File: config.mk
export PLATFORM = sky130hd
export DESIGN_NAME = dram_traffic_top
export DESIGN_NICKNAME = d
export VERILOG_FILES = /design/src/logic/dram_traffic_pkg.sv /design/src/logic/dram_traffic_top.sv /design/src/logic/load_addr_counter.sv /design/src/logic/read_return_buffer.sv /design/src/logic/traffic_fsm.sv
export SDC_FILE = /design/constraint.sdc
export NUM_CORES = 1
export LEC_CHECK = 0
export BUFFER_PORTS_ARGS = -buffer_cell sky130_fd_sc_hd__buf_2
export CORE_AREA = 4 4 221 223
export DETAILED_ROUTE_END_ITERATION = 12
export DIE_AREA = 0 0 225 227
export GPL_ROUTABILITY_DRIVEN = 0
export GPL_TIMING_DRIVEN = 0
export PLACE_DENSITY = 0.73
export SKIP_LAST_GASP = 1
export SYNTH_ARGS = -nofsm -noshare
export SYNTH_HDL_FRONTEND = slang
export SYNTH_SLANG_ARGS = --single-unit
File: constraint.sdc
create_clock -name clk_dram_ctrl -period 10 [get_ports clk_dram_ctrl]
set_clock_uncertainty 0.1 [all_clocks]
set_input_delay 2 -clock clk_dram_ctrl [delete_from_list [all_inputs] [get_ports clk_dram_ctrl]]
set_output_delay 2 -clock clk_dram_ctrl [all_outputs]
set_load 0.005 [all_outputs]
File: src/logic/dram_traffic_pkg.sv
package dram_traffic_pkg;

    // controller line address in burst-addressable {row, bank, col} order
    typedef logic [23:0] line_addr_t;

    // one controller beat of 8 x 16 pins
    typedef logic [127:0] line_data_t;

    // arbiter phases
    typedef enum logic [1:0] {
        ST_LOAD  = 2'd0,  // sample lines going in
        ST_DRAIN = 2'd1,  // last line taken and write acks pending
        ST_PLAY  = 2'd2   // audio reads only
    } traffic_state_t;

    // lines held for the read-data stream
    localparam int RETURN_DEPTH_DEFAULT = 4;

    // width of the unacked write count
    // controller acks land a few cycles after the request,
    // so a handful of writes in flight is the most we expect
    localparam int PENDING_W = 4;

endpackage

File: src/logic/dram_traffic_top.sv
`timescale 1ns/1ps
`default_nettype none

module dram_traffic_top #(
    parameter int RETURN_DEPTH = dram_traffic_pkg::RETURN_DEPTH_DEFAULT
) (
    input  wire                           clk_dram_ctrl,
    input  wire                           rst_dram_ctrl,

    // sample write stream
    input  wire                           i_wr_valid,
    output logic                          o_wr_ready,
    input  wire dram_traffic_pkg::line_data_t i_wr_data,
    input  wire                           i_wr_last,

    // audio read-address stream
    input  wire                           i_rd_addr_valid,
    output logic                          o_rd_addr_ready,
    input  wire dram_traffic_pkg::line_addr_t i_rd_addr,

    // read-data stream back out
    output logic                          o_rd_data_valid,
    input  wire                           i_rd_data_ready,
    output dram_traffic_pkg::line_data_t  o_rd_data,

    // controller request port
    output logic                          o_mem_stb,
    output logic                          o_mem_we,
    output dram_traffic_pkg::line_addr_t  o_mem_addr,
    output dram_traffic_pkg::line_data_t  o_mem_wdata,
    input  wire                           i_mem_stall,
    input  wire                           i_mem_ack,
    input  wire dram_traffic_pkg::line_data_t i_mem_rdata,

    output logic                          o_load_complete
);

    dram_traffic_pkg::line_addr_t wr_addr;
    logic writes_drained;
    logic has_space;
    logic wr_accept;
    logic wr_last_accept;
    logic rd_issue;

    // a stream beat and its memory request are the same event
    assign wr_accept      = i_wr_valid && o_wr_ready;
    assign wr_last_accept = wr_accept && i_wr_last;
    assign rd_issue       = i_rd_addr_valid && o_rd_addr_ready;

    traffic_fsm #(
        .RETURN_DEPTH(RETURN_DEPTH)
    ) fsm_i (
        .clk_dram_ctrl(clk_dram_ctrl),
        .rst_dram_ctrl(rst_dram_ctrl),
        .i_wr_valid(i_wr_valid),
        .i_wr_last(i_wr_last),
        .i_wr_data(i_wr_data),
        .i_wr_addr(wr_addr),
        .i_rd_addr_valid(i_rd_addr_valid),
        .i_rd_addr(i_rd_addr),
        .i_mem_stall(i_mem_stall),
        .i_writes_drained(writes_drained),
        .i_has_space(has_space),
        .o_wr_ready(o_wr_ready),
        .o_rd_addr_ready(o_rd_addr_ready),
        .o_mem_stb(o_mem_stb),
        .o_mem_we(o_mem_we),
        .o_mem_addr(o_mem_addr),
        .o_mem_wdata(o_mem_wdata),
        .o_load_complete(o_load_complete)
    );

    load_addr_counter addr_cnt_i (
        .clk_dram_ctrl(clk_dram_ctrl),
        .rst_dram_ctrl(rst_dram_ctrl),
        .i_wr_accept(wr_accept),
        .i_wr_last_accept(wr_last_accept),
        .i_mem_ack(i_mem_ack),
        .o_wr_addr(wr_addr),
        .o_writes_drained(writes_drained)
    );

    read_return_buffer #(
        .RETURN_DEPTH(RETURN_DEPTH)
    ) ret_buf_i (
        .clk_dram_ctrl(clk_dram_ctrl),
        .rst_dram_ctrl(rst_dram_ctrl),
        .i_rd_issue(rd_issue),
        .i_mem_ack(i_mem_ack),
        .i_mem_rdata(i_mem_rdata),
        .i_load_complete(o_load_complete),
        .o_has_space(has_space),
        .o_rd_data_valid(o_rd_data_valid),
        .o_rd_data(o_rd_data),
        .i_rd_data_ready(i_rd_data_ready)
    );

endmodule
`default_nettype wire

File: src/logic/load_addr_counter.sv
`timescale 1ns/1ps
`default_nettype none

module load_addr_counter (
    input  wire                          clk_dram_ctrl,
    input  wire                          rst_dram_ctrl,
    input  wire                          i_wr_accept,
    input  wire                          i_wr_last_accept,
    input  wire                          i_mem_ack,
    output dram_traffic_pkg::line_addr_t o_wr_addr,
    output logic                         o_writes_drained
);

    logic [dram_traffic_pkg::PENDING_W-1:0] pending;  // writes not yet acked
    logic last_seen;

    always_ff @(posedge clk_dram_ctrl) begin
        if (rst_dram_ctrl) begin
            o_wr_addr <= '0;
            pending   <= '0;
            last_seen <= 1'b0;
        end else begin
            if (i_wr_accept) begin
                o_wr_addr <= o_wr_addr + 1'b1;
            end
            if (i_wr_accept && !i_mem_ack) begin
                pending <= pending + 1'b1;
            end else if (!i_wr_accept && i_mem_ack && pending != '0) begin
                pending <= pending - 1'b1;  // floor at zero once reads start
            end
            if (i_wr_last_accept) begin
                last_seen <= 1'b1;
            end
        end
    end

    assign o_writes_drained = last_seen && (pending == '0);

endmodule
`default_nettype wire

File: src/logic/read_return_buffer.sv
`timescale 1ns/1ps
`default_nettype none

module read_return_buffer #(
    parameter int RETURN_DEPTH = dram_traffic_pkg::RETURN_DEPTH_DEFAULT
) (
    input  wire                           clk_dram_ctrl,
    input  wire                           rst_dram_ctrl,
    input  wire                           i_rd_issue,
    input  wire                           i_mem_ack,
    input  wire dram_traffic_pkg::line_data_t i_mem_rdata,
    input  wire                           i_load_complete,
    output logic                          o_has_space,
    output logic                          o_rd_data_valid,
    output dram_traffic_pkg::line_data_t  o_rd_data,
    input  wire                           i_rd_data_ready
);

    localparam int PTR_W = (RETURN_DEPTH > 1) ? $clog2(RETURN_DEPTH) : 1;
    localparam int CNT_W = $clog2(RETURN_DEPTH + 1);

    dram_traffic_pkg::line_data_t mem [RETURN_DEPTH];

    logic [PTR_W-1:0] wr_ptr;
    logic [PTR_W-1:0] rd_ptr;
    logic [CNT_W-1:0] fill;       // lines stored
    logic [CNT_W-1:0] in_flight;  // reads issued, data not back yet
    logic [CNT_W:0]   credit_used;
    logic push;
    logic pop;

    // load acks carry no data worth keeping
    assign push = i_mem_ack && i_load_complete;
    assign pop  = o_rd_data_valid && i_rd_data_ready;

    always_ff @(posedge clk_dram_ctrl) begin
        if (push) begin
            mem[wr_ptr] <= i_mem_rdata;
        end
    end

    always_ff @(posedge clk_dram_ctrl) begin
        if (rst_dram_ctrl) begin
            wr_ptr    <= '0;
            rd_ptr    <= '0;
            fill      <= '0;
            in_flight <= '0;
        end else begin
            if (push) begin
                wr_ptr <= (wr_ptr == PTR_W'(RETURN_DEPTH - 1)) ? '0 : wr_ptr + 1'b1;
            end
            if (pop) begin
                rd_ptr <= (rd_ptr == PTR_W'(RETURN_DEPTH - 1)) ? '0 : rd_ptr + 1'b1;
            end
            if (push && !pop) begin
                fill <= fill + 1'b1;
            end else if (pop && !push) begin
                fill <= fill - 1'b1;
            end
            if (i_rd_issue && !push) begin
                in_flight <= in_flight + 1'b1;
            end else if (push && !i_rd_issue) begin
                in_flight <= in_flight - 1'b1;  // moved into storage
            end
        end
    end

    // a slot is reserved at issue, so a returning line always fits
    assign credit_used = {1'b0, fill} + {1'b0, in_flight};
    assign o_has_space = credit_used < (CNT_W + 1)'(RETURN_DEPTH);

    assign o_rd_data_valid = (fill != '0);
    assign o_rd_data       = mem[rd_ptr];

endmodule
`default_nettype wire

File: src/logic/traffic_fsm.sv
`timescale 1ns/1ps
`default_nettype none

module traffic_fsm #(
    parameter int RETURN_DEPTH = dram_traffic_pkg::RETURN_DEPTH_DEFAULT
) (
    input  wire                           clk_dram_ctrl,
    input  wire                           rst_dram_ctrl,

    input  wire                           i_wr_valid,
    input  wire                           i_wr_last,
    input  wire dram_traffic_pkg::line_data_t i_wr_data,
    input  wire dram_traffic_pkg::line_addr_t i_wr_addr,

    input  wire                           i_rd_addr_valid,
    input  wire dram_traffic_pkg::line_addr_t i_rd_addr,

    input  wire                           i_mem_stall,
    input  wire                           i_writes_drained,
    input  wire                           i_has_space,

    output logic                          o_wr_ready,
    output logic                          o_rd_addr_ready,

    output logic                          o_mem_stb,
    output logic                          o_mem_we,
    output dram_traffic_pkg::line_addr_t  o_mem_addr,
    output dram_traffic_pkg::line_data_t  o_mem_wdata,

    output logic                          o_load_complete
);

    dram_traffic_pkg::traffic_state_t state;
    dram_traffic_pkg::traffic_state_t state_next;

    // the return buffer needs room for a stored line and a read in flight
    if (RETURN_DEPTH < 2) begin : g_depth_check
        $error("traffic_fsm: RETURN_DEPTH must be 2 or more");
    end

    always_comb begin
        state_next      = state;
        o_wr_ready      = 1'b0;
        o_rd_addr_ready = 1'b0;
        o_mem_stb       = 1'b0;
        o_mem_we        = 1'b0;
        o_mem_addr      = i_rd_addr;
        o_mem_wdata     = i_wr_data;  // only looked at with we high

        case (state)
            dram_traffic_pkg::ST_LOAD: begin
                o_wr_ready = !i_mem_stall;
                o_mem_stb  = i_wr_valid;
                o_mem_we   = 1'b1;
                o_mem_addr = i_wr_addr;  // next consecutive line
                if (i_wr_valid && !i_mem_stall && i_wr_last) begin
                    state_next = dram_traffic_pkg::ST_DRAIN;
                end
            end
            dram_traffic_pkg::ST_DRAIN: begin
                // no new traffic, just wait out the write acks
                if (i_writes_drained) begin
                    state_next = dram_traffic_pkg::ST_PLAY;
                end
            end
            dram_traffic_pkg::ST_PLAY: begin
                o_rd_addr_ready = !i_mem_stall && i_has_space;
                // hold stb off when no room, so a request always matches a beat
                o_mem_stb = i_rd_addr_valid && i_has_space;
            end
            default: begin
                state_next = dram_traffic_pkg::ST_LOAD;
            end
        endcase
    end

    always_ff @(posedge clk_dram_ctrl) begin
        if (rst_dram_ctrl) begin
            state           <= dram_traffic_pkg::ST_LOAD;
            o_load_complete <= 1'b0;
        end else begin
            state <= state_next;
            if (state == dram_traffic_pkg::ST_DRAIN && i_writes_drained) begin
                o_load_complete <= 1'b1;  // sticky until reset
            end
        end
    end

endmodule
`default_nettype wire

### Word-level counts from Yosys, hierarchy flattened

Memories as Yosys holds them, arrays and structs flattened. A register that Yosys moved wholly into a read port is not among the register bits.
Cells that the tools add are included.

| operators by class | value |
|---|---|
| muxes and demuxes | 20 |
| reduce and logical (&&, ||, !) cells | 32 |
| $lt $le $gt $ge | 1 |
| eq/ne operators | 6 |
| bitwise logic cells | 1 |
| $add $sub $neg | 10 |

Operators with widths:

| kind | count |
|---|---|
| $add A24 B1 Y24 const B | 1 |
| $mux W24 | 1 |
| $logic_and A1 B1 Y1 | 18 |
| $mux W2 | 6 |
| $mux W3 | 4 |
| $mux W4 | 2 |
| $add A3 B1 Y3 const B | 2 |
| $eq A2 B2 Y1 const B | 3 |
| $logic_not A1 Y1 | 6 |
| $pmux W2 S3 | 1 |
| $reduce_bool A2 Y1 | 3 |
| $sub A3 B1 Y3 const B | 2 |
| $mux W1 | 5 |
| $add A2 B1 Y2 const B | 2 |
| $add A3 B3 Y4 | 1 |
| $add A4 B1 Y4 const B | 1 |
| $logic_not A4 Y1 | 1 |
| $lt A4 B3 Y1 const B | 1 |
| $ne A2 B1 Y1 const B | 2 |
| $reduce_bool A4 Y1 | 1 |
| $sub A4 B1 Y4 const B | 1 |
| $reduce_and A3 Y1 | 1 |
| $reduce_bool A3 Y1 | 1 |
| $eq A2 B1 Y1 const B | 1 |
| 3 further kinds | 3 |

| word-level totals | value |
|---|---|
| output and inout bits | 286 |
| logic and storage cells | 80 |
| bits in writable memories | 512 |
| register bits after elaboration | 42 |
| memories | 1 |

Memories:

| name | words | bits a word | rd ports | clocked after Yosys merged registers in | wr ports | RTL line | text |
|---|---|---|---|---|---|---|---|
| ret_buf_i.mem | 4 | 128 | 1 | 1 | 1 | read_return_buffer.sv:22 | `dram_traffic_pkg::line_data_t mem [RETURN_DEPTH];` |

### Depth between registers and ports, before layout

| logic depth | value |
|---|---|
| depth in word-level cells | 9 |
| mapped depth | 11 |
| depth with buffers taken out | 11 |

### By module

Synthesis repeated with hierarchy kept, for this count alone.

| unflattened totals | value |
|---|---|
| cells, all modules | 1069 |
| area, all modules | 22120.0 um^2 |

Modules (own cells, without submodules):

| module | area each (um^2) | seq. area each (um^2) | instances | cells an instance |
|---|---|---|---|---|
| read_return_buffer | 19209.7 | 15615.0 | 1 | 733 |
| traffic_fsm | 1478.9 | 60.1 | 1 | 171 |
| load_addr_counter | 1412.6 | 580.6 | 1 | 162 |
| dram_traffic_top | 18.8 | 0.0 | 1 | 3 |

### Least setup slack after synthesis

OpenSTA, ideal clock, no wires.

| path | value |
|---|---|
| kind | input to register |
| start point | input i_mem_ack |
| end point | memory ret_buf_i.mem[0][0] in the netlist's numbering, enable pin |
| required time | 9.397 ns |
| data arrival time | 4.997 ns |
| slack | 4.400 ns |
| cell stages on the path | 1 |
| library setup time | 0.503 ns |
| cells stage by stage | and3_1 |

| on the way | value |
|---|---|
| longest elaborated chain between the ends | 3 |

Ends and longest elaborated chain:

| item | RTL line | text |
|---|---|---|
| start, declared | dram_traffic_top.sv:32 | `input wire i_mem_ack,` |
| $logic_and A1 B1 Y1 | read_return_buffer.sv:33 | `assign push = i_mem_ack && i_load_complete;` |
| $mux W1 | read_return_buffer.sv:37 | `if (push) begin` |
| $mux W1 (not written as such) | read_return_buffer.sv:38 | `mem[wr_ptr] <= i_mem_rdata;` |
| end, declared | read_return_buffer.sv:22 |  |

No other way between the ends.

==> summary.md <==
| Metric | Value |
|---|---|
| Run status | `finished clean` |
| Final Hold Viols | `0` |
| Synthesis-stage register bit count | `556` |
| CP Data Arrival Time | `3.23 ns` |
| Reg power frac | `46.5%` |
| Post-route minimum period | `about 5.3 ns` |
| Post-Syn Area | `roughly 22000 um^2` |
| Clk sinks | `between 500 and 600` |
| Setup violations, final | `0` |
| Power after layout | `0.00553 W` |
| Clock root buffer | `clkbuf_16` |
| Largest net degree at the start of global routing | `56` |
| Post-CTS setup buffer count | `0` |
| Synth async-reset ratio | `0%` |
| Num CTS Buffers | `55` |
| Die Wd | `225 um` |
| Gr usage total | `17.8%` |
| Detailed Routing Iterations Pass 1 | `5` |
| Die Y | `roughly 230 um` |
| Final worst path period share | `53.3%` |
| Total gr overflow | `0` |
| Post-synth top area cell | `edfxtp_1` |
| Number of port buffers | `445` |
| DR WL met2 | `24.7 mm` |
| Worst Path Max Fanout | `10` |
| Met3 Wirelength | `3.66 mm` |
| Met1 WL | `18.3 mm` |
| DRT iter0 DRCs | `740` |
| Fin. max-slew vios | `0` |
| Initial antenna violation count | `10` |
| Syn. warnings | `0` |
| # resized after CTS | `0` |
| Commonest non-fill, non-tap cell in the layout | `edfxtp_1` |
| Clk buf depth | `3` |
| DP HPWL | `32.3 mm` |
| Worst EP required | `7.90 ns` |
| CTS tree | `built` |
| HP Class | `flop to flop` |
| Mapped Cells | `1081` |
| CP Class | `flop to output pin` |
| Via Count | `11.6k` |
| Synth area leaders | `edfxtp_1 (70%), mux4_2 (13%), buf_4 (4.4%)` |
| Startpoint Class | `flop` |
| Finished Layout Cells | `around 2.2k` |
| WL/cell | `21.3 um` |
| Nets | `1894` |
| Share of cells above drive strength 1 | `50.1%` |
| DRC errors left | `0` |
| Boundary pin count | `574` |
| RSZ-0062 raised after global routing | `no` |
| Power Internal | `0.00422 W` |
| Htree depth | `2` |
| Synthesized Nets | `about 1.4k` |
| Routed wire length | `47.8 mm` |
| Synth-to-Final Area Change | `22.8%` |
| Lkg Pwr | `9.61 nW` |
| Comb pwr share | `around 18%` |
| Most frequent cells in the layout | `edfxtp_1 (512), buf_2 (446), mux4_2 (128), buf_4 (128), clkbuf_16 (55)` |
| Placed cells | `2141` |
| DIE AREA | `51100 um^2` |
| Share of the synthesized area in the top cell type | `70.4%` |
| CTS Hold Bufs | `0` |
| Maximum vdd drop | `0.153 mV` |
| Vias in the first global route | `12.3k` |
| P_sw | `0.00131 W` |
| FILL cells | `3506` |
| Least-Margin Pin Slew | `0.973 ns` |
| Initial core utilization | `a little under half` |
| Net Sw Frac | `about a quarter` |
| Number of enable flip-flop cells after synthesis | `512` |
| Core Region | `~47000 um^2` |
| Crit. End Element | `output pin` |
| First-pass GRT wire length | `70.1 mm` |
| Vias per Instance | `5.18` |
| Top_reg_cell synth | `edfxtp_1` |
| FMAX | `188 MHz` |
| Reg clk slew, reported paths | `0.06 ns` |
| Clock Latency Late Sink | `0.59 ns` |
| DR top layer | `met5` |
| Final setup TNS | `0 ns` |
| Post-route ant nets | `0` |
| Row count | `79` |
| Clk pwr share | `a little over a third` |
| Synth cell types | `43` |
| Worst slew margin | `35.1%` |
| Sequential fraction of the synthesis area | `74.4%` |
| Syn_area_per_cell | `slightly above 20 um^2` |
| Cell area power density | `206 nW/um^2` |
| Max-Cap Viols | `0` |
[path summary, 6_finish.rpt]
path                                                        start                             endpoint  slack [ns]  cells past startpoint
worst min-delay path            addr_cnt_i.last_seen$_SDFFE_PP0P_    addr_cnt_i.last_seen$_SDFFE_PP0P_        0.40                      2
worst min register to register  addr_cnt_i.last_seen$_SDFFE_PP0P_    addr_cnt_i.last_seen$_SDFFE_PP0P_        0.40                      2
worst max register to register     ret_buf_i.fill[1]$_SDFFE_PP0P_  ret_buf_i.in_flight[2]$_SDFFE_PP0P_        6.83                     11
worst max-delay path                                         flop                        o_rd_data[72]        4.67                      4
[logic make-up after synthesis]
| kind of cell | synth area share, % |
|---|---|
| buf+inv | 5.33 |
| mux | 14.7 |
| fa+ha+maj | 0.963 |
| flops | 74.4 |
| simple gates | 2.92 |
| xor+xnor | 0.562 |
| compound gates | 1.09 |
[worst max-delay path, cell delays in order, from the launching register on]
cell      delay (ns)
dfxtp_1         0.35
clkbuf_1        0.74
buf_1           0.79
mux4_2          0.61
buf_2           0.16
[layer usage]
metal  GRT usage [%]  vias to the layer above
li1                -                     5251
met1            22.9                     5870
met2            30.6                      427
met3            4.80                       79
met4            4.72                        8
met5               0                        -
[power groups by stage]
stage | Combinational, W | Clock [W] | Sequential, W
floorplan | 0.000609 | 0 | 0.00262
global placement | 0.000984 | 0 | 0.00262
detailed placement | 0.000995 | 0 | 0.00262
CTS | 0.000998 | 0.00205 | 0.00257
global route | 0.00107 | 0.00215 | 0.00258
finish | 0.000971 | 0.00199 | 0.00257
[layout make-up]
cell class / instances / area, um^2 / share of cell area [%]
clock buffer: 75 / 1450 / 5.41
inverter: 7 / 26.3 / 0.0980
tap: 607 / 759 / 2.83
sequential: 556 / 16300 / 60.6
buffer: 171 / 1140 / 4.24
timing repair buffer: 453 / 2450 / 9.12
multi-input combinational: 347 / 4440 / 16.5
clock inverter: 25 / 295 / 1.10
antenna: 5 / 12.5 / 0.0466
[registers in the layout (all words and copies together) (netlist names), named ones only]
register               cells
ret_buf_i.mem            512
ret_buf_i.rd_ptr           2
addr_cnt_i.pending         4
ret_buf_i.wr_ptr           2
fsm_i.state                2
fsm_i.o_load_complete      1
ret_buf_i.in_flight        3
addr_cnt_i.o_wr_addr      24
addr_cnt_i.last_seen       1
ret_buf_i.fill             3
[per-stage QoR]
stage	worst slack [ns]	cell area [um^2]	utilization, %	hold slack [ns]
finish	4.67	26800	57.6	0.399
global route	4.33	26800	57.6	0.429
CTS	4.49	26800	57.6	0.404
detailed placement	5.16	25100	53.8	0.389
global placement	1.69	24800	53.3	0.370
floorplan	4.40	21800	-	0.348
[synth_stat cells (all sizes together), types with 2 or more instances]
master  number
ha          12
dfxtp       44
and4         3
nand4        5
o31ai        3
inv          7
nor2        22
mux2        26
xnor2        4
buf        148
and3         8
nor3b        2
or4          5
nand3       16
or3         11
nor3         9
o21ai       12
clkbuf      23
fa           3
or4b         2
mux2i        3
edfxtp     512
nand2       19
a21oi       26
nor2b        3
xor2        10
nor4         3
mux4       128
nand2b       2
(Power assumes the default switching activity.)
